## config.mk

```make
export PLATFORM = sky130hd
export DESIGN_NAME = io_top
export DESIGN_NICKNAME = d
export VERILOG_FILES = /design/src/common/io_pkg.sv /design/src/design/io_top.sv /design/src/design/seg_disp/seg_disp.sv /design/src/design/ps2_kbd/ps2_kbd.sv /design/src/design/ps2_kbd/scan_fifo.sv
export VERILOG_INCLUDE_DIRS = /design/src /design/src/design/seg_disp
export SDC_FILE = /design/constraint.sdc
export NUM_CORES = 1
export LEC_CHECK = 0
export ABC_CLOCK_PERIOD_IN_PS = 5000
export BUFFER_PORTS_ARGS = -buffer_cell sky130_fd_sc_hd__buf_2
export CELL_PAD_IN_SITES_DETAIL_PLACEMENT = 1
export CELL_PAD_IN_SITES_GLOBAL_PLACEMENT = 1
export CORE_UTILIZATION = 35
export CTS_CLUSTER_DIAMETER = 100
export DETAILED_ROUTE_END_ITERATION = 8
export PLACE_DENSITY_LB_ADDON = 0.08
export SLEW_MARGIN = 20
export SYNTH_ARGS = -nofsm -noshare
export SYNTH_HDL_FRONTEND = slang
export SYNTH_SLANG_ARGS = --single-unit
```

## constraint.sdc

```tcl
create_clock -name clk200m -period 5 [get_ports clk200m]
set_input_delay 1.5 -clock clk200m [delete_from_list [all_inputs] [get_ports clk200m]]
set_output_delay 1.5 -clock clk200m [all_outputs]
set_load 0.01 [all_outputs]
```

## src/design/seg_disp/seg_font.svh

```systemverilog
// hex digit to active-low segment byte lookup, included into the display driver's module body
`ifndef SEG_FONT_SVH
`define SEG_FONT_SVH

// decimal point stays dark, so bit 7 is always 1
// lower-case b and d keep them apart from 8 and 0
function automatic io_pkg::seg_byte_t seg_font(input logic [3:0] digit);
    io_pkg::seg_byte_t pattern;
    case (digit)
        4'h0: pattern = 8'hc0;
        4'h1: pattern = 8'hf9;
        4'h2: pattern = 8'ha4;
        4'h3: pattern = 8'hb0;
        4'h4: pattern = 8'h99;
        4'h5: pattern = 8'h92;
        4'h6: pattern = 8'h82;
        4'h7: pattern = 8'hf8;
        4'h8: pattern = 8'h80;
        4'h9: pattern = 8'h90;
        4'ha: pattern = 8'h88;
        4'hb: pattern = 8'h83;
        4'hc: pattern = 8'hc6;
        4'hd: pattern = 8'ha1;
        4'he: pattern = 8'h86;
        4'hf: pattern = 8'h8e;
    endcase
    return pattern;
endfunction

`endif
```

## src/common/io_pkg.sv

```systemverilog
// shared widths, PS/2 frame constants and payload types for the keyboard and display RTL and bench
package io_pkg;

    // one keyboard scan code
    localparam int kb_width = 8;

    // display value, one hex nibble per digit
    localparam int seg_width = 32;
    localparam int seg_digits = 8;

    // start, 8 data lsb first, odd parity, stop
    localparam int ps2_frame_bits = 11;

    // scan code as queued and handed to the host
    typedef logic [kb_width-1:0] scan_t;

    // segment pattern of one digit
    // bit 0 is segment a, bit 6 is g, bit 7 the decimal point
    // active low, so a lit segment reads 0
    typedef logic [7:0] seg_byte_t;

endpackage

```

## src/design/io_top.sv

```systemverilog
// peripheral top level: PS/2 keyboard receiver and serial display driver behind host strobes
module io_top #(
    parameter int FIFO_DEPTH    = 16,
    parameter int FRAME_TIMEOUT = 20000,
    parameter int SEG_DIV_LOG2  = 10
) (
    input  logic                         clk200m,
    input  logic                         rst_n,

    // keyboard lines and host read side
    input  logic                         ps2_clk,
    input  logic                         ps2_data,
    input  logic                         key_rd,
    output io_pkg::scan_t                key_data,
    output logic                         key_ready,
    output logic                         key_overflow,
    output logic                         key_parity_err,

    // display host write side and board pins
    input  logic                         disp_we,
    input  logic [io_pkg::seg_width-1:0] disp_wdata,
    output logic                         seg_clk,
    output logic                         seg_clrn,
    output logic                         seg_sout,
    output logic                         seg_en
);

    // keyboard receiver with its scan-code queue
    ps2_kbd #(
        .FIFO_DEPTH    (FIFO_DEPTH),
        .FRAME_TIMEOUT (FRAME_TIMEOUT)
    ) u_ps2_kbd (
        .clk200m        (clk200m),
        .rst_n          (rst_n),
        .ps2_clk        (ps2_clk),
        .ps2_data       (ps2_data),
        .key_rd         (key_rd),
        .key_data       (key_data),
        .key_ready      (key_ready),
        .key_overflow   (key_overflow),
        .key_parity_err (key_parity_err)
    );

    // eight-digit serial display
    seg_disp #(
        .SEG_DIV_LOG2 (SEG_DIV_LOG2)
    ) u_seg_disp (
        .clk200m    (clk200m),
        .rst_n      (rst_n),
        .disp_we    (disp_we),
        .disp_wdata (disp_wdata),
        .seg_clk    (seg_clk),
        .seg_clrn   (seg_clrn),
        .seg_sout   (seg_sout),
        .seg_en     (seg_en)
    );

endmodule

```

## src/design/seg_disp/seg_disp.sv

```systemverilog
// serial seven-segment driver: latches a 32-bit value and shifts eight segment bytes to the board
module seg_disp #(
    // one serial bit lasts 2 * 2^SEG_DIV_LOG2 cycles
    parameter int SEG_DIV_LOG2 = 10
) (
    input  logic                         clk200m,
    input  logic                         rst_n,
    input  logic                         disp_we,
    input  logic [io_pkg::seg_width-1:0] disp_wdata,
    output logic                         seg_clk,
    output logic                         seg_clrn,
    output logic                         seg_sout,
    output logic                         seg_en
);

    `include "seg_font.svh"

    localparam int byte_w  = $bits(io_pkg::seg_byte_t);
    localparam int digit_w = io_pkg::seg_width / io_pkg::seg_digits;
    localparam int frame_w = io_pkg::seg_digits * byte_w;
    localparam int bit_w   = $clog2(frame_w);
    localparam int div_w   = SEG_DIV_LOG2 + 1;
    // last cycle of the low half of a bit
    localparam logic [div_w-1:0] half_pt = div_w'((1 << SEG_DIV_LOG2) - 1);

    logic [div_w-1:0]             div_cnt;
    logic                         bit_tick;
    logic                         mid_tick;

    logic                         pend;
    logic [io_pkg::seg_width-1:0] pend_val;
    logic [frame_w-1:0]           frame_bytes;
    logic [frame_w-1:0]           shift_q;
    logic [bit_w-1:0]             bit_cnt;
    logic                         start_frame;

    // free-running divider, never reloaded
    always_ff @(posedge clk200m or negedge rst_n) begin
        if (!rst_n) begin
            div_cnt <= '0;
        end else begin
            div_cnt <= div_cnt + 1'b1;
        end
    end

    // bit boundary, data changes here with seg_clk low
    assign bit_tick = &div_cnt;
    // middle of the bit, seg_clk rises here
    assign mid_tick = (div_cnt == half_pt);

    // next frame only starts from idle
    assign start_frame = bit_tick && !seg_en && pend;

    // pending value, reset shows 0 once
    // a write racing a frame start stays pending for the next one
    always_ff @(posedge clk200m or negedge rst_n) begin
        if (!rst_n) begin
            pend     <= 1'b1;
            pend_val <= '0;
        end else if (disp_we) begin
            pend     <= 1'b1;
            pend_val <= disp_wdata;
        end else if (start_frame) begin
            pend <= 1'b0;
        end
    end

    // digit 7 lands in the top byte so it goes out first
    always_comb begin
        for (int d = 0; d < io_pkg::seg_digits; d++) begin
            frame_bytes[d*byte_w +: byte_w] = seg_font(pend_val[d*digit_w +: digit_w]);
        end
    end

    // shifter, msb leaves first
    always_ff @(posedge clk200m) begin
        if (start_frame) begin
            shift_q <= {frame_bytes[frame_w-2:0], 1'b0};
        end else if (bit_tick && seg_en) begin
            shift_q <= {shift_q[frame_w-2:0], 1'b0};
        end
    end

    // frame control and serial outputs
    always_ff @(posedge clk200m or negedge rst_n) begin
        if (!rst_n) begin
            seg_en   <= 1'b0;
            seg_clk  <= 1'b0;
            seg_sout <= 1'b0;
            bit_cnt  <= '0;
        end else if (bit_tick) begin
            seg_clk <= 1'b0;
            if (start_frame) begin
                seg_en   <= 1'b1;
                seg_sout <= frame_bytes[frame_w-1];
                bit_cnt  <= bit_w'(frame_w - 1);
            end else if (seg_en) begin
                if (bit_cnt != '0) begin
                    seg_sout <= shift_q[frame_w-1];
                    bit_cnt  <= bit_cnt - 1'b1;
                end else begin
                    // 64th bit done, idle for at least one bit period
                    seg_en   <= 1'b0;
                    seg_sout <= 1'b0;
                end
            end
        end else if (mid_tick) begin
            // no clock pulses between frames
            seg_clk <= seg_en;
        end
    end

    // shift register clear, released once reset ends
    always_ff @(posedge clk200m or negedge rst_n) begin
        if (!rst_n) begin
            seg_clrn <= 1'b0;
        end else begin
            seg_clrn <= 1'b1;
        end
    end

endmodule

```

## src/design/ps2_kbd/ps2_kbd.sv

```systemverilog
// PS/2 keyboard receiver: syncs the lines, assembles and checks frames, queues good scan codes
module ps2_kbd #(
    parameter int FIFO_DEPTH    = 16,
    parameter int FRAME_TIMEOUT = 20000
) (
    input  logic          clk200m,
    input  logic          rst_n,
    input  logic          ps2_clk,
    input  logic          ps2_data,
    input  logic          key_rd,
    output io_pkg::scan_t key_data,
    output logic          key_ready,
    output logic          key_overflow,
    output logic          key_parity_err
);

    localparam int nbits = io_pkg::ps2_frame_bits;
    localparam int cnt_w = $clog2(nbits);
    localparam int wd_w  = $clog2(FRAME_TIMEOUT + 1);
    localparam logic [cnt_w-1:0] last_bit = cnt_w'(nbits - 1);
    localparam logic [wd_w-1:0]  wd_limit = wd_w'(FRAME_TIMEOUT);

    // [1:0] is the two-flop sync, [2] the previous synced value
    logic [2:0]       clk_sync;
    logic [1:0]       data_sync;
    logic             clk_fall;

    logic [nbits-1:0] frame_q;
    logic [nbits-1:0] frame_next;
    logic [cnt_w-1:0] bit_cnt;
    logic [wd_w-1:0]  wd_cnt;

    logic             stop_seen;
    logic             start_ok;
    logic             parity_ok;
    logic             stop_ok;
    logic             frame_ok;

    logic             push;
    io_pkg::scan_t    push_data;
    logic             fifo_full;

    // lines idle high, so sync flops come out of reset at 1
    always_ff @(posedge clk200m or negedge rst_n) begin
        if (!rst_n) begin
            clk_sync  <= '1;
            data_sync <= '1;
        end else begin
            clk_sync  <= {clk_sync[1:0], ps2_clk};
            data_sync <= {data_sync[0], ps2_data};
        end
    end

    // one-cycle strobe on synced high to low
    assign clk_fall = clk_sync[2] & ~clk_sync[1];

    // lsb arrives first, shift right from the top
    assign frame_next = {data_sync[1], frame_q[nbits-1:1]};

    always_ff @(posedge clk200m) begin
        if (clk_fall) begin
            frame_q <= frame_next;
        end
    end

    // frame_next holds the whole frame on the last falling edge
    assign stop_seen = clk_fall && (bit_cnt == last_bit);
    assign start_ok  = ~frame_next[0];
    // data plus parity must hold an odd number of ones
    assign parity_ok = ^frame_next[nbits-2:1];
    assign stop_ok   = frame_next[nbits-1];
    assign frame_ok  = start_ok && parity_ok && stop_ok;

    // push straight from the checking cycle to keep latency short
    assign push      = stop_seen && frame_ok && !fifo_full;
    assign push_data = frame_next[io_pkg::kb_width:1];

    // bit counter and stall watchdog
    always_ff @(posedge clk200m or negedge rst_n) begin
        if (!rst_n) begin
            bit_cnt <= '0;
            wd_cnt  <= '0;
        end else if (clk_fall) begin
            wd_cnt <= '0;
            if (stop_seen) begin
                bit_cnt <= '0;
            end else begin
                bit_cnt <= bit_cnt + 1'b1;
            end
        end else if (bit_cnt != '0 && clk_sync[1]) begin
            // mid-frame with the clock parked high
            if (wd_cnt == wd_limit) begin
                // give up, wait for the next start bit
                bit_cnt <= '0;
                wd_cnt  <= '0;
            end else begin
                wd_cnt <= wd_cnt + 1'b1;
            end
        end else begin
            wd_cnt <= '0;
        end
    end

    // sticky error flags, cleared only by reset
    always_ff @(posedge clk200m or negedge rst_n) begin
        if (!rst_n) begin
            key_parity_err <= 1'b0;
            key_overflow   <= 1'b0;
        end else begin
            if (stop_seen && !parity_ok) begin
                key_parity_err <= 1'b1;
            end
            // good frame lost to a full queue
            if (stop_seen && frame_ok && fifo_full) begin
                key_overflow <= 1'b1;
            end
        end
    end

    scan_fifo #(
        .DEPTH (FIFO_DEPTH)
    ) u_scan_fifo (
        .clk200m   (clk200m),
        .rst_n     (rst_n),
        .push      (push),
        .push_data (push_data),
        .pop       (key_rd),
        .head      (key_data),
        .not_empty (key_ready),
        .full      (fifo_full)
    );

endmodule

```

## src/design/ps2_kbd/scan_fifo.sv

```systemverilog
// circular queue of keyboard scan codes, head shown combinationally, popped by the host strobe
module scan_fifo #(
    // must be a power of two, at least 2
    parameter int DEPTH = 16
) (
    input  logic          clk200m,
    input  logic          rst_n,
    input  logic          push,
    input  io_pkg::scan_t push_data,
    input  logic          pop,
    output io_pkg::scan_t head,
    output logic          not_empty,
    output logic          full
);

    localparam int addr_w = $clog2(DEPTH);
    localparam logic [addr_w:0] depth_cnt = (addr_w + 1)'(DEPTH);

    io_pkg::scan_t     mem [DEPTH];
    logic [addr_w-1:0] wr_ptr;
    logic [addr_w-1:0] rd_ptr;
    logic [addr_w:0]   count;
    logic              do_push;
    logic              do_pop;

    // pushes into a full queue are dropped, caller raises the flag
    assign do_push = push && !full;
    // pops on an empty queue do nothing
    assign do_pop = pop && not_empty;

    assign full = (count == depth_cnt);
    assign not_empty = (count != '0);

    // oldest entry, moves only when rd_ptr moves
    // or when the slot under rd_ptr gets written into an empty queue
    assign head = mem[rd_ptr];

    // storage
    always_ff @(posedge clk200m) begin
        if (do_push) begin
            mem[wr_ptr] <= push_data;
        end
    end

    // pointers wrap on their own since DEPTH is 2^addr_w
    always_ff @(posedge clk200m or negedge rst_n) begin
        if (!rst_n) begin
            wr_ptr <= '0;
            rd_ptr <= '0;
            count  <= '0;
        end else begin
            if (do_push) begin
                wr_ptr <= wr_ptr + 1'b1;
            end
            if (do_pop) begin
                rd_ptr <= rd_ptr + 1'b1;
            end
            // simultaneous push and pop leaves count alone
            case ({do_push, do_pop})
                2'b10:   count <= count + 1'b1;
                2'b01:   count <= count - 1'b1;
                default: count <= count;
            endcase
        end
    end

endmodule

```

# Yosys cells after proc, flatten, opt, wreduce, memory -nomap -nowiden
# Memories as Yosys holds them, arrays and structs flattened.
# Index checks and enable logic that the tools add are counted.
[totals] rom_bits=896 ram_bits=128 latchBits=0 mem_count=9 wordCells=102 ff_bits=167
[memory_table] memory="u_ps2_kbd.u_scan_fifo.mem" words=16 word_bits=8 rd=1 rd_clocked_by_memory_dff=0 wr=1 line="scan_fifo.sv:19" source="io_pkg::scan_t mem [DEPTH];"
[memory_table] memory="(no name shown)" words=16 word_bits=7 rd=1 rd_clocked_by_memory_dff=0 wr=0 line="seg_font.svh:9" source="case (digit)"
[memory_table] memory="(no name shown)" words=16 word_bits=7 rd=1 rd_clocked_by_memory_dff=0 wr=0 line="seg_font.svh:9"
[memory_table] memory="(no name shown)" words=16 word_bits=7 rd=1 rd_clocked_by_memory_dff=0 wr=0 line="seg_font.svh:9"
[memory_table] memory="(no name shown)" words=16 word_bits=7 rd=1 rd_clocked_by_memory_dff=0 wr=0 line="seg_font.svh:9"
[memory_table] memory="(no name shown)" words=16 word_bits=7 rd=1 rd_clocked_by_memory_dff=0 wr=0 line="seg_font.svh:9"
[memory_table] memory="3 more memories"
[op_classes] div=0 shift=0 mul=0 n_reduce_logical=32 n_addsub=8 n_bitwise=3 eq_ne=6 n_mux=25 magnitude_cmp=0
[op_table] operator="two-way mux 64 bit" count=2
[op_table] operator="two-way mux 15 bit" count=3
[op_table] operator="two-way mux 6 bit" count=3
[op_table] operator="two-way mux 4 bit" count=4
[op_table] operator="nonzero test 2 bit" count=8
[op_table] operator="adder 15 x 1 -> 15 bit (second input constant)" count=1
[op_table] operator="equality test 15 bit (second input constant)" count=1
[op_table] operator="logical AND 1 bit" count=13
[op_table] operator="AND reduction 13 bit" count=1
[op_table] operator="adder 4 x 1 -> 4 bit (second input constant)" count=3
[op_table] operator="two-way mux 1 bit" count=12
[op_table] operator="AND reduction 12 bit" count=1
[op_table] operator="adder 11 x 1 -> 11 bit (second input constant)" count=1
[op_table] operator="equality test 11 x 10 -> 1 bit (second input constant)" count=1
[op_table] operator="AND reduction 11 bit" count=1
[op_table] operator="case mux 5 bit (2 select lines)" count=1
[op_table] operator="parity 9 bit" count=1
[op_table] operator="nonzero test 6 bit" count=1
[op_table] operator="subtractor 6 x 1 -> 6 bit (second input constant)" count=1
[op_table] operator="adder 5 x 1 -> 5 bit (second input constant)" count=1
[op_table] operator="equality test 5 bit (second input constant)" count=1
[op_table] operator="nonzero test 5 bit" count=1
[op_table] operator="subtractor 5 x 1 -> 5 bit (second input constant)" count=1
[op_table] operator="equality test 4 bit (second input constant)" count=1
[op_table] operator="other kinds (7)" count=10

# Logic depth before layout (Yosys ltp)
# Gate-level depths: netlist of run 1.
[depth] depth_word=8 mapped_depth=15

# Modules after synthesis
# A second synthesis of run 1 with hierarchy kept.
[unflattened] cells_unflattened=1095 hier_area_um2=14041.0
[by_module_without_submodules] module="seg_disp" cells_each=639 n_inst=1 area_per_inst_um2=6655.1
[by_module_without_submodules] module="scan_fifo" cells_each=319 n_inst=1 area_per_inst_um2=5768.0
[by_module_without_submodules] module="ps2_kbd" cells_each=137 n_inst=1 area_per_inst_um2=1617.8

# Worst setup path before layout of run 1
# OpenSTA, ideal clock, no wires.
[synth_timing] kind="reg2reg" start="register u_seg_disp.div_cnt[0]" end="register u_seg_disp.shift_q[10] (enable)" arrival_time_ns=3.651 path_slack_ns=0.865 n_path_buf=0 setup_time_ns=0.484 stages_incl_launch_ff=6 path_cell_list="dfrtp_1 ha_1 nand3_1 nor2_1 nand2_1 nor2_1"
[synth_between] elab_chain_len=4 elab_cells_between_ends=5
[synth_lines] element="from (decl)" line="seg_disp.sv:26" source="logic [div_w-1:0] div_cnt;"
[synth_lines] element="from (signal assigned)" line="seg_disp.sv:42" source="div_cnt <= div_cnt + 1'b1;"
[synth_lines] element="AND reduction 11 bit (*)" line="seg_disp.sv:47" source="assign bit_tick = &div_cnt;"
[synth_lines] element="logical AND 1 bit (2 in series)" line="seg_disp.sv:52" source="assign start_frame = bit_tick && !seg_en && pend;"
[synth_lines] element="nonzero test 2 bit (no source line) (*)"
[synth_lines] element="to (signal assigned)" line="seg_disp.sv:78" source="shift_q <= {frame_bytes[frame_w-2:0], 1'b0};"
[synth_lines] element="to (signal assigned)" line="seg_disp.sv:80" source="shift_q <= {shift_q[frame_w-2:0], 1'b0};"
[synth_lines] element="to (decl)" line="seg_disp.sv:33" source="logic [frame_w-1:0] shift_q;"
# Every way passes the cells marked *; elsewhere a longest branch is shown, timed or not.
# A chain may end at the register's enable or synchronous reset.

# Final worst setup path of run 1
[layout_timing] start="register u_ps2_kbd.u_scan_fifo.rd_ptr[0]" end="output key_data[2]"
[layout_between] elab_chain_len=1
[layout_lines] element="from (decl)" line="scan_fifo.sv:21" source="logic [addr_w-1:0] rd_ptr;"
[layout_lines] element="from (signal assigned)" line="scan_fifo.sv:56" source="rd_ptr <= rd_ptr + 1'b1;"
[layout_lines] element="memory (16 x 8 bit)"
[layout_lines] element="to (decl)" line="io_top.sv:14" source="output io_pkg::scan_t key_data,"
# No other way between the ends.

==> results.md, run 1 <==
- End point of the critical path: key_data[2]
- Warning count from the yosys run: 0
- Clk_skew: between 0.02 and 0.025 ns
- Crit-path max cell delay: 0.75 ns
- Post-CTS Repair Setup Buffers: 0
- Post-CTS resize count: 0
- Clock-pin slew of the registers on the worst-case setup and hold paths: roughly 0.06 ns
- Post-synthesis sequential area ratio: 60.4%
- Adder-Cell Fraction of Synth Area: under 10%
- Chain of cells forming the critical path: buf_12 -> mux4_2 -> mux4_2 -> buf_2
- Dominant combinational cell family by area after synthesis: multiplexers
- Multi-input logic area: between 0.005 and 0.006 mm2
- Multiplexer share of the synthesized area: between 10 and 15%
- Iteration-0 DRC Markers: between 300 and 400
- Fin nets: around 1200
- Number of setup violations in the final report: 0
- Most area-hungry cell type in the Yosys netlist: sky130_fd_sc_hd__edfxtp_1
- Clk buf depth: 3
- Initial antenna violation count: 0
- Fin Setup TNS: 0 ns
- Critical path's top delay family: multiplexers
- Number of buffers inserted by port buffering: 52
- Max Slew Vio Count: 0
- Unrepaired setup endpoints after global routing: no
- CP Max Fanout: 18
- Minimum setup slack among reg-to-reg paths: 1.26 ns
- Post-route insts no fill: 1624
- Setup WS post-layout: 0.761 ns
- Leakage power: roughly 0.006 uW
- Starting utilization of the core area: 35.7%
- CTS sink cnt: slightly below 300
- Placeable Area: about 0.039 mm2
- Hold WC Path Type: reg2reg
- Most common cell in the netlist: sky130_fd_sc_hd__edfxtp_1
- GR Util met1: about a fifth
- Worst setup path startpoint: u_ps2_kbd.u_scan_fifo.rd_ptr[0]$_DFFE_PN0P_
- Number of synthesized flops with an enable pin: 201
- Worst path depth: 4
- Area enclosed by the die boundary: around 0.040 mm2
- Routed length per instance: around 18 um
- Cell repeated most along the worst path: sky130_fd_sc_hd__mux4_2
- Number of DRC violations after detailed routing: 0
- Post-synthesis compound-gate area fraction: 5.98%
- Total GRT Usage: between 15 and 20%
- Slew at the pin closest to its max-slew limit: roughly 1 ns
- Per-instance average area after synthesis: 13.5 um2
- CP Data Arrival Time: about 2.7 ns
- Start-to-end type of the worst setup path: reg2out
- Chip height: 201 um
- Count of max-cap constraint violations: 0
- H-Tree Level Count: 2
- Grt met3 use: 2.19%
- Fraction of post-synthesis cell area in the top cell type by area: a little over two fifths
- Total overflow reported by the global router: 0
- Post-synthesis xor/xnor area fraction: 3.02%
- Placement Setup Slack: 1.25 ns
- Number of cells on the worst hold path: 0
- Register bit count reported by yosys: just under 300
- Final critical delay including setup and external delays: 4.24 ns
- Number of buffers added to fix hold violations after cts: 0
- TritonCTS clock tree: built
- Most used DFF post-synth: sky130_fd_sc_hd__edfxtp_1
- Data required, critical path: 3.50 ns
- Router iterations before antenna repair: 4
- Simple logic cell fraction of the synthesized area: about a tenth
- Estimated wirelength of the detail-placed design: 18600 um
- Critical path capture point type: output pin
- Most frequent cells after synthesis: sky130_fd_sc_hd__edfxtp_1, sky130_fd_sc_hd__nand2_1, sky130_fd_sc_hd__dfrtp_1, sky130_fd_sc_hd__nor2_1, sky130_fd_sc_hd__ha_1
- Placed Cells incl. Taps: around 1600
- Number of antenna cells inserted: 0
- Routed vias: ~8000
- Maximum operating frequency: about 240 MHz
- Synthesized instance count: just over 1000
- Library cell used as clock root buffer: sky130_fd_sc_hd__clkbuf_16
- Hold Vio Cnt, Final: 0
- Crit share post-route: between 80% and 90%
- Vias in the first global route: ~8500
- I/O pin cnt: 53
- Worst path slowest cell: sky130_fd_sc_hd__dfrtp_2
- Share of post-route cells with drive strength above 1: a little under 20%
- Depth of the worst register-to-register path: 12
- Die span in x: 201 um
- Post-synthesis cell type count: 57
- Layout-stage area growth over the synthesis result: 15.0%
- Global-route wire length before repair: a little under 50000 um
- Busiest layer in global routing: met2
- Startpoint of the worst-slack reg-to-reg timing path: u_ps2_kbd.clk_sync[2]$_DFF_PN1_
- Cell types occupying the most area after synthesis: sky130_fd_sc_hd__edfxtp_1, sky130_fd_sc_hd__dfrtp_1, sky130_fd_sc_hd__mux4_2
- Worst vdd ir: 0.231 mV
- Antenna viol nets, final: 0
- Number of buffers inserted during clock tree synthesis: 36
- Layout fillers: ~4000
- Vias per cell: just under 5
- Flip-flop and latch area: 0.00837 mm2
- Cell Area, Synth: between 0.01 and 0.015 mm2
- Critical R2R Capture: u_ps2_kbd.u_scan_fifo.count[4]$_DFFE_PN0P_
- Largest net degree at the start of global routing: a little over 70
- Run status: complete, no violations
- Worst Path Buf+Inv: 2
- Last weighted congestion value of the routability-driven placer: between 0.7 and 0.8
- Row Count: about 70
- Ys async rst share: 31.6%
- Nets in the synthesized netlist: between 1000 and 1500
- Skew-Pair Late Insertion Delay: 0.53 ns
- Power density over cell area: 426 mW/mm2
- Kind of start point of the critical path: flop
- Wire length reported by the detailed router: approximately 30000 um
- Grt met2 use: around a quarter
- Remaining max-slew budget at the tightest pin: 31.5%
[sequential cells by signal (all words and copies together), names as in the netlist, 4 cells and up]
name,cells
u_ps2_kbd.bit_cnt,4
u_ps2_kbd.frame_q,10
u_ps2_kbd.u_scan_fifo.count,5
u_ps2_kbd.u_scan_fifo.mem,128
u_ps2_kbd.u_scan_fifo.rd_ptr,4
u_ps2_kbd.u_scan_fifo.wr_ptr,4
u_ps2_kbd.wd_cnt,15
u_seg_disp.bit_cnt,6
u_seg_disp.div_cnt,11
u_seg_disp.pend_val,32
u_seg_disp.shift_q,63
[area by class of cell]
type | count | area share, %
clock buffers | 46 | 6.02
flip-flops and latches | 294 | 52.6
multi-input cells | 637 | 32.1
inverters | 45 | 1.08
repair buffers | 66 | 2.41
clock inverters | 18 | 1.75
well taps | 518 | 4.07
[kinds of logic (layout without fill, tap and decap cells)]
group / count (synthesis) / count (layout)
compound gates: 140 / 140
fa+ha+maj: 66 / 66
xor+xnor: 43 / 43
flops: 294 / 294
mux: 106 / 106
buf+inv: 98 / 175
simple gates: 281 / 281
other cells: 1 / 1
[worst register-to-register path, cell delays in order (launching register included)]
cell and delay (ns):
sky130_fd_sc_hd__dfstp_2 0.51, sky130_fd_sc_hd__and2b_1 0.55, sky130_fd_sc_hd__nand3b_1 0.18, sky130_fd_sc_hd__a211oi_1 0.45, sky130_fd_sc_hd__and2_1 0.45, sky130_fd_sc_hd__inv_4 0.10, sky130_fd_sc_hd__ha_1 0.28, sky130_fd_sc_hd__ha_1 0.33
sky130_fd_sc_hd__nor2b_1 0.14, sky130_fd_sc_hd__o21ai_0 0.21, sky130_fd_sc_hd__a21oi_1 0.10, sky130_fd_sc_hd__nor3_1 0.22, sky130_fd_sc_hd__xnor2_1 0.14
[layer usage]
metal,part of all wire [%],routed length [um]
met1,48,14300
met4,2.1,620
met2,47,14100
met5,0,0
met3,2.5,735
[stage by stage]
step           total power (uW)  hold slack, ns  util (%)  area (um2)
5_1_grt                    7090           0.363      41.0       15900
4_1_cts                    6910           0.361      41.0       15900
6_report                   6780           0.358      41.0       15900
3_3_place_gp               4110           0.350      37.8       14700
2_1_floorplan              3790           0.345         -       13900
3_5_place_dp               4130           0.350      37.8       14700
[worst min path at each step]
stage / from / end / slack, ns
6_report: u_ps2_kbd.data_sync[0]$_DFF_PN1_ / u_ps2_kbd.data_sync[1]$_DFF_PN1_ / 0.36
4_1_cts: u_ps2_kbd.data_sync[0]$_DFF_PN1_ / u_ps2_kbd.data_sync[1]$_DFF_PN1_ / 0.36
2_1_floorplan: u_ps2_kbd.clk_sync[0]$_DFF_PN1_ / u_ps2_kbd.clk_sync[1]$_DFF_PN1_ / 0.35
5_1_grt: u_ps2_kbd.data_sync[0]$_DFF_PN1_ / u_ps2_kbd.data_sync[1]$_DFF_PN1_ / 0.36
3_5_place_dp: u_ps2_kbd.data_sync[0]$_DFF_PN1_ / u_ps2_kbd.data_sync[1]$_DFF_PN1_ / 0.35
3_3_place_gp: u_ps2_kbd.data_sync[0]$_DFF_PN1_ / u_ps2_kbd.data_sync[1]$_DFF_PN1_ / 0.35
[where the power goes]
group / internal (uW) / switching (uW)
clock: 1680 / 1050
combinational: 639 / 499
sequential: 2690 / 232
total: 5000 / 1780
[placed cells by master, fill, tap and decap left out, types with 13 or more instances in the layout]
cell	synthesis	final
sky130_fd_sc_hd__mux4_2	47	47
sky130_fd_sc_hd__mux2_2	34	34
sky130_fd_sc_hd__dfrtp_1	87	86
sky130_fd_sc_hd__ha_1	65	65
sky130_fd_sc_hd__nand2_1	105	105
sky130_fd_sc_hd__o21ai_1	41	41
sky130_fd_sc_hd__a21oi_1	29	29
sky130_fd_sc_hd__nand3_1	20	20
sky130_fd_sc_hd__nor2_1	75	74
sky130_fd_sc_hd__nor3_1	17	15
sky130_fd_sc_hd__o21ai_0	23	23
sky130_fd_sc_hd__buf_2	6	51
sky130_fd_sc_hd__mux2i_1	25	25
sky130_fd_sc_hd__inv_1	44	44
sky130_fd_sc_hd__buf_4	0	13
sky130_fd_sc_hd__edfxtp_1	201	201
sky130_fd_sc_hd__xnor2_1	21	21
sky130_fd_sc_hd__xor2_1	19	19
sky130_fd_sc_hd__clkbuf_16	0	36
Note: power is estimated with default switching activity, not from simulation.
==> run 2, diff against run 1 <==
--- a/config.mk
+++ b/config.mk
@@ -6,7 +6,7 @@
 export SDC_FILE = /design/constraint.sdc
 export NUM_CORES = 1
 export LEC_CHECK = 0
-export ABC_CLOCK_PERIOD_IN_PS = 5000
+export ABC_CLOCK_PERIOD_IN_PS = 3400
 export BUFFER_PORTS_ARGS = -buffer_cell sky130_fd_sc_hd__buf_2
 export CELL_PAD_IN_SITES_DETAIL_PLACEMENT = 1
 export CELL_PAD_IN_SITES_GLOBAL_PLACEMENT = 1
==> constraint.sdc (replaced) <==
create_clock -name clk200m -period 3.4 [get_ports clk200m]
set_input_delay 1.02 -clock clk200m [delete_from_list [all_inputs] [get_ports clk200m]]
set_output_delay 1.02 -clock clk200m [all_outputs]
set_load 0.01 [all_outputs]
==> results.md, run 2 (synthesis results as in run 1) <==
- Run status: complete, no violations
- Placement Setup Slack: 0.216 ns (-1.04 ns)
- Global-route wire length before repair: 49700 um (+2.4%)
- Most common cell after layout, fill and taps aside: sky130_fd_sc_hd__edfxtp_1
- Iteration-0 DRC Markers: 251 (-23%)
- Flip-flop and latch area: 0.00837 mm2 (unchanged)
- Largest registers: u_ps2_kbd.u_scan_fifo.mem (128), u_seg_disp.shift_q (63), u_seg_disp.pend_val (32)
- Worst setup path startpoint: u_ps2_kbd.u_scan_fifo.rd_ptr[0]$_DFFE_PN0P_
- CTS sink cnt: 294 (unchanged)
- TritonCTS clock tree: built
- Power density over cell area: 628 mW/mm2 (+48%)
- Wire length reported by the detailed router: 30300 um (+1.8%)
- CP Max Fanout: 15 (-3)
- CP Data Arrival Time: 2.36 ns (-0.38 ns)
- Worst Path Buf+Inv: 2 (unchanged)
- Leakage power: 0.00627 uW (+3.0%)
- Minimum setup slack among reg-to-reg paths: 0.22 ns (-1.04 ns)
- Vias in the first global route: 8671 (+2.1%)
- Number of buffers inserted by port buffering: 52 (unchanged)
- Clk buf depth: 3 (unchanged)
- Worst path depth: 4 (unchanged)
- Largest net degree at the start of global routing: 64 (-11%)
- Slew at the pin closest to its max-slew limit: 0.849 ns (-0.173 ns)
- Estimated wirelength of the detail-placed design: 19000 um (+2.0%)
- Setup WS post-layout: 0.0181 ns (-0.743 ns)
- Kind of start point of the critical path: flop
- Worst vdd ir: 0.336 mV (+46%)
- Number of setup violations in the final report: 0 (unchanged)
- Start-to-end type of the worst setup path: reg2out
- Router iterations before antenna repair: 4 (unchanged)
- Last weighted congestion value of the routability-driven placer: 0.742 (+2.3%)
- Unrepaired setup endpoints after global routing: yes
- H-Tree Level Count: 2 (unchanged)
- Most frequent cells in the layout: sky130_fd_sc_hd__edfxtp_1, sky130_fd_sc_hd__nand2_1, sky130_fd_sc_hd__dfrtp_1
- Die span in x: 201 um (unchanged)
- Hold WC Path Type: reg2reg
- Placed Cells incl. Taps: 1585 (+1.7%)
- End point of the critical path: key_data[1]
- Routed length per instance: 18.3 um (about the same)
- Critical R2R Capture: u_ps2_kbd.u_scan_fifo.count[4]$_DFFE_PN0P_
- Area enclosed by the die boundary: 0.0404 mm2 (unchanged)
- Depth of the worst register-to-register path: 13 (+1)
- Placeable Area: 0.0388 mm2 (unchanged)
- Number of flip-flops in the largest register: 128 (unchanged)
- Number of buffers inserted during clock tree synthesis: 37 (+2.8%)
- Crit share post-route: between 90 and 100%
- Chip height: 201 um (unchanged)
- Total GRT Usage: 15.6% (+0.38 points)
- Fin nets: 1210 (+2.2%)
- Data required, critical path: 2.38 ns (-1.12 ns)
- Multi-input logic area: 0.00511 mm2 (about the same)
- Total overflow reported by the global router: 0 (unchanged)
- Number of DRC violations after detailed routing: 0 (unchanged)
- Hold Vio Cnt, Final: 0 (unchanged)
- Register ranked first by flip-flop count: u_ps2_kbd.u_scan_fifo.mem
- Vias per cell: 4.96 (+0.77%)
- Worst path slowest cell: sky130_fd_sc_hd__mux4_2
- Layout-stage area growth over the synthesis result: 17.1%
- Remaining max-slew budget at the tightest pin: 43.4% (+12 points)
- Final critical delay including setup and external delays: roughly 3.4 ns
- Number of antenna cells inserted: 0 (unchanged)
- Layout fillers: 4000 (-0.37%)
- Cell repeated most along the worst path: sky130_fd_sc_hd__mux4_2
- Critical path's top delay family: multiplexers
- Row Count: 72 (unchanged)
- Clk_skew: 0.0317 ns (+0.00986 ns)
- Crit-path max cell delay: 0.54 ns (-0.21 ns)
- Clock-pin slew of the registers on the worst-case setup and hold paths: 0.06 ns (about the same)
- Max Slew Vio Count: 0 (unchanged)
- Number of cells on the worst hold path: 0 (unchanged)
- Routed vias: 8187 (+2.5%)
- Startpoint of the worst-slack reg-to-reg timing path: u_ps2_kbd.frame_q[4]$_DFFE_PN_
- I/O pin cnt: 53 (unchanged)
- Count of max-cap constraint violations: 0 (unchanged)
- Chain of cells forming the critical path: buf_12 -> mux4_2 -> mux4_2 -> buf_6
- Initial antenna violation count: 0 (unchanged)
- Critical path capture point type: output pin
- Post-route insts no fill: 1652 (+1.7%)
- Post-CTS Repair Setup Buffers: 0 (unchanged)
- Antenna viol nets, final: 0 (unchanged)
- Library cell used as clock root buffer: sky130_fd_sc_hd__clkbuf_16
- Starting utilization of the core area: 35.7% (unchanged)
- Maximum operating frequency: just under 300 MHz
- Share of post-route cells with drive strength above 1: 21.4% (+2.0 points)
- Skew-Pair Late Insertion Delay: 0.54 ns (about the same)
run 2: metrics by stage:
stage	utilization (%)	setup TNS (ns)	power, uW	hold WS (ns)	cell area [um2]
after CTS	41.7	-0.00294	10300	0.369	16200
after global routing	41.8	-0.199	10700	0.370	16200
final	41.8	0	10200	0.365	16200
after floorplan	-	0	5570	0.345	13900
after global placement	38.5	0	6150	0.359	14900
after detailed placement	38.5	0	6170	0.360	14900
run 2: what timing repair did:
action,in CTS,in global routing
pin swaps,0,0
setup endpoints to repair,2,9
gates cloned,0,0
gates resized for setup,2,5
hold buffers,0,0
run 2: final cells by class:
cell class / instances / share of cell area, %
clock buffer: 43 / 5.97
sequential: 294 / 51.6
multi-input combinational: 637 / 31.5
clock inverter: 24 / 1.70
timing repair buffer: 91 / 4.19
tap: 518 / 3.99
inverter: 45 / 1.06
run 2: worst min path at each step:
stage	startpoint	end	slack, ns
2_1_floorplan	u_ps2_kbd.clk_sync[0]$_DFF_PN1_	u_ps2_kbd.clk_sync[1]$_DFF_PN1_	0.35
3_3_place_gp	u_ps2_kbd.data_sync[0]$_DFF_PN1_	u_ps2_kbd.data_sync[1]$_DFF_PN1_	0.36
3_5_place_dp	u_ps2_kbd.data_sync[0]$_DFF_PN1_	u_ps2_kbd.data_sync[1]$_DFF_PN1_	0.36
4_1_cts	u_ps2_kbd.data_sync[0]$_DFF_PN1_	u_ps2_kbd.data_sync[1]$_DFF_PN1_	0.37
5_1_grt	u_ps2_kbd.data_sync[0]$_DFF_PN1_	u_ps2_kbd.data_sync[1]$_DFF_PN1_	0.37
6_report	u_ps2_kbd.data_sync[0]$_DFF_PN1_	u_ps2_kbd.data_sync[1]$_DFF_PN1_	0.37
run 2: power by group:
group	total [uW]	internal (uW)	switching, uW
Sequential	4190	3950	241
Combinational	1980	1080	892
Clock	4030	2500	1530
run 2: layer usage:
layer	global-route usage (%)	up-vias	part of all wire, %
met5	0	-	0
met2	25.8	114	48
met4	4.31	0	1.7
met3	2.47	42	3.6
met1	21.2	4110	46
li1	-	3921	-
==> run 3, diff against run 2 <==
--- a/config.mk
+++ b/config.mk
@@ -6,6 +6,7 @@
 export SDC_FILE = /design/constraint.sdc
 export NUM_CORES = 1
 export LEC_CHECK = 0
+export ABC_AREA = 1
 export ABC_CLOCK_PERIOD_IN_PS = 3400
 export BUFFER_PORTS_ARGS = -buffer_cell sky130_fd_sc_hd__buf_2
 export CELL_PAD_IN_SITES_DETAIL_PLACEMENT = 1
==> results.md, run 3 <==
- Number of buffers inserted by port buffering: 52 (unchanged)
- Largest registers: u_ps2_kbd.u_scan_fifo.mem (128), u_seg_disp.shift_q (63), u_seg_disp.pend_val (32)
- CTS sink cnt: 294 (unchanged)
- Remaining max-slew budget at the tightest pin: 39.8% (-3.6 points)
- Most common cell after layout, fill and taps aside: sky130_fd_sc_hd__nand2_1
- Router iterations before antenna repair: 4 (unchanged)
- Startpoint of the worst-slack reg-to-reg timing path: u_ps2_kbd.frame_q[7]$_DFFE_PN_
- Fin Setup TNS: 0 ns (unchanged)
- Minimum setup slack among reg-to-reg paths: 0.62 ns (+0.40 ns)
- Unrepaired setup endpoints after global routing: no
- Estimated wirelength of the detail-placed design: 22000 um (+16%)
- Iteration-0 DRC Markers: 451 (+80%)
- Clock-pin slew of the registers on the worst-case setup and hold paths: 0.06 ns (about the same)
- Wire length reported by the detailed router: 34200 um (+13%)
- Most used DFF post-synth: sky130_fd_sc_hd__edfxtp_1
- Post-synthesis sequential area ratio: 59.5% (-0.96 points)
- Nets in the synthesized netlist: 1465 (+29%)
- Routed length per instance: 17.2 um (-6.4%)
- Most area-hungry cell type in the Yosys netlist: sky130_fd_sc_hd__edfxtp_1
- I/O pin cnt: 53 (unchanged)
- Area enclosed by the die boundary: 0.0410 mm2 (+1.6%)
- Number of flip-flops in the largest register: 128 (unchanged)
- Library cell used as clock root buffer: sky130_fd_sc_hd__clkbuf_16
- Placeable Area: 0.0397 mm2 (+2.3%)
- Share of post-route cells with drive strength above 1: 12.5% (-8.9 points)
- Clk buf depth: 3 (unchanged)
- Fin nets: 1543 (+28%)
- CP Max Fanout: 21 (+6)
- Initial antenna violation count: 0 (unchanged)
- Power share of the combinational group: 21.9% (+2.5 points)
- Kind of start point of the critical path: flop
- Chip height: 203 um (+0.79%)
- Total overflow reported by the global router: 0 (unchanged)
- Critical path capture point type: output pin
- Largest net degree at the start of global routing: 83 (+30%)
- Power density over cell area: 624 mW/mm2 (-0.75%)
- Critical R2R Capture: u_ps2_kbd.u_scan_fifo.count[4]$_DFFE_PN0P_
- Count of max-cap constraint violations: 0 (unchanged)
- Skew-Pair Late Insertion Delay: 0.56 ns (+0.02 ns)
- Ys async rst share: 31.6% (unchanged)
- Vias in the first global route: 10400 (+20%)
- H-Tree Level Count: 2 (unchanged)
- Max Slew Vio Count: 0 (unchanged)
- Run status: complete, no violations
- Cell types occupying the most area after synthesis: sky130_fd_sc_hd__edfxtp_1, sky130_fd_sc_hd__dfrtp_1, sky130_fd_sc_hd__nand2_1
- Cell Area, Synth: 0.0141 mm2 (+1.6%)
- Data required, critical path: 2.38 ns (about the same)
- Register bit count reported by yosys: 294 (unchanged)
- Overall power of the completed layout: 10200 uW (about the same)
- CP Data Arrival Time: 2.21 ns (-0.15 ns)
- Per-instance average area after synthesis: 10.3 um2 (-23%)
- Leakage power: 0.00661 uW (+5.5%)
- Antenna viol nets, final: 0 (unchanged)
- Slew at the pin closest to its max-slew limit: 0.900 ns (+0.0510 ns)
- Crit share post-route: 94.9% (-4.6 points)
- Synthesized instance count: 1361 (+32%)
- TritonCTS clock tree: built
- Register ranked first by flip-flop count: u_ps2_kbd.u_scan_fifo.mem
- Final critical delay including setup and external delays: 3.23 ns (-0.155 ns)
- Number of setup violations in the final report: 0 (unchanged)
- Number of buffers added to fix hold violations after cts: 0 (unchanged)
- Maximum operating frequency: 310 MHz (+4.8%)
- Hold Vio Cnt, Final: 0 (unchanged)
- Warning count from the yosys run: 0 (unchanged)
- End point of the critical path: key_data[2]
- Last weighted congestion value of the routability-driven placer: 0.777 (+4.7%)
- Fraction of post-synthesis cell area in the top cell type by area: 42.9% (-0.69 points)
- Vias per cell: 4.96 (+0.16%)
- Depth of the worst register-to-register path: 17 (+4)
- Worst vdd ir: 0.348 mV (+3.6%)
- Post-synthesis cell type count: 45 (-21%)
- Row Count: 73 (+1.4%)
- Layout fillers: 4424 (+11%)
- Die span in x: 203 um (+0.79%)
- Layout-stage area growth over the synthesis result: 16.1%
- Number of buffers inserted during clock tree synthesis: 38 (+2.7%)
- Number of antenna cells inserted: 0 (unchanged)
- Hold WC Path Type: reg2reg
- Start-to-end type of the worst setup path: reg2out
- Switching Power: 3160 uW (+19%)
- Routed vias: 9893 (+21%)
- Worst setup path startpoint: u_ps2_kbd.u_scan_fifo.rd_ptr[1]$_DFFE_PN0P_
- Final core utilization: 41.2% (-0.65 points)
- Starting utilization of the core area: 35.4% (-0.25 points)
- Fraction of power consumed by sequential logic: 40.6% (-0.5 points)
- Most common cell in the netlist: sky130_fd_sc_hd__nand2_1
- Clk_skew: 0.0319 ns (+0.000248 ns)
- Clk network pwr share: 37.4% (-2.1 points)
- Internal power summed over all cells: 7040 uW (-6.6%)
- Number of DRC violations after detailed routing: 0 (unchanged)
- Most frequent cells after synthesis: sky130_fd_sc_hd__nand2_1, sky130_fd_sc_hd__edfxtp_1, sky130_fd_sc_hd__o21ai_0, sky130_fd_sc_hd__nor2_1, sky130_fd_sc_hd__inv_1
- Sw Ratio: 31.0% (+4.8 points)
- Number of synthesized flops with an enable pin: 201 (unchanged)
- Total GRT Usage: 17.0% (+1.4 points)
- Most frequent cells in the layout: sky130_fd_sc_hd__nand2_1, sky130_fd_sc_hd__edfxtp_1, sky130_fd_sc_hd__o21ai_0
- Global-route wire length before repair: 55800 um (+12%)
==> run 3: worst min path at each step <==
| stage | startpoint | to | slack (ns) | cells past startpoint |
|---|---|---|---|---|
| 2_1_floorplan | u_ps2_kbd.clk_sync[0]$_DFF_PN1_ | u_ps2_kbd.clk_sync[1]$_DFF_PN1_ | 0.35 | 0 |
| 3_3_place_gp | u_ps2_kbd.clk_sync[0]$_DFF_PN1_ | u_ps2_kbd.clk_sync[1]$_DFF_PN1_ | 0.35 | 0 |
| 3_5_place_dp | u_ps2_kbd.clk_sync[0]$_DFF_PN1_ | u_ps2_kbd.clk_sync[1]$_DFF_PN1_ | 0.35 | 0 |
| 4_1_cts | u_ps2_kbd.clk_sync[0]$_DFF_PN1_ | u_ps2_kbd.clk_sync[1]$_DFF_PN1_ | 0.36 | 0 |
| 5_1_grt | u_ps2_kbd.clk_sync[0]$_DFF_PN1_ | u_ps2_kbd.clk_sync[1]$_DFF_PN1_ | 0.36 | 0 |
| 6_report | u_ps2_kbd.clk_sync[0]$_DFF_PN1_ | u_ps2_kbd.clk_sync[1]$_DFF_PN1_ | 0.35 | 0 |
==> run 3: area by class of cell <==
type                    instances  area [um2]  area share, %
flip-flops and latches        294        8370           51.2
inverters                     118         449           2.75
clock inverters                15         119          0.727
repair buffers                 92         668           4.09
clock buffers                  54        1060           6.49
multi-input cells             895        5020           30.7
well taps                     525         657           4.02
==> run 3: routing by layer <==
metal / wire, um / GRT usage, % / up-vias
met5: 0 / 0 / -
met4: 444 / 3.95 / 0
met3: 1340 / 3.52 / 46
met2: 15800 / 27.4 / 121
met1: 16600 / 23.5 / 4849
li1: - / - / 4877
==> run 3: metrics by stage <==
step	cells	cell area, um2	hold slack (ns)	worst slack [ns]
final	1993	16400	0.355	0.173
after global routing	1993	16400	0.364	0.0143
after CTS	1990	16300	0.355	0.0479
after detailed placement	1921	15100	0.347	0.607
after global placement	1921	15100	0.348	0.647
after floorplan	1361	14100	0.345	0.260
==> run 3: critical path, stage by stage (launching register included) <==
cell and delay (ns):
sky130_fd_sc_hd__dfrtp_2 0.63, sky130_fd_sc_hd__buf_4 0.29, sky130_fd_sc_hd__o21ai_0 0.11, sky130_fd_sc_hd__o221ai_1 0.23, sky130_fd_sc_hd__nand3_1 0.10, sky130_fd_sc_hd__nand2_1 0.12, sky130_fd_sc_hd__buf_2 0.15
==> run 3: repair_timing <==
action / in CTS / in global routing
gates resized for setup: 0 / 4
buffers inserted: 0 / 1
endpoints found under the setup margin: 0 / 3
hold endpoints to repair: 0 / 0
==> run 3: power groups by stage <==
stage               sequential [uW]  clock (uW)  combinational [uW]
floorplan                      4120           0                1450
global placement               4200           0                2110
detailed placement             4210           0                2150
CTS                            4140        3950                2160
global route                   4170        4090                2530
finish                         4140        3820                2240
==> run 3: cells by family after synthesis <==
family	count (synthesis)	share of synthesized area [%]
xor gates and xnor gates	21	1.31
muxes	19	1.35
AOI/OAI and AO/OA	295	11.8
other	1	0.0266
and+or+nand+nor	493	15.2
adders and majority gates	66	5.92
DFF	294	59.5
buffers and inverters	172	5.00
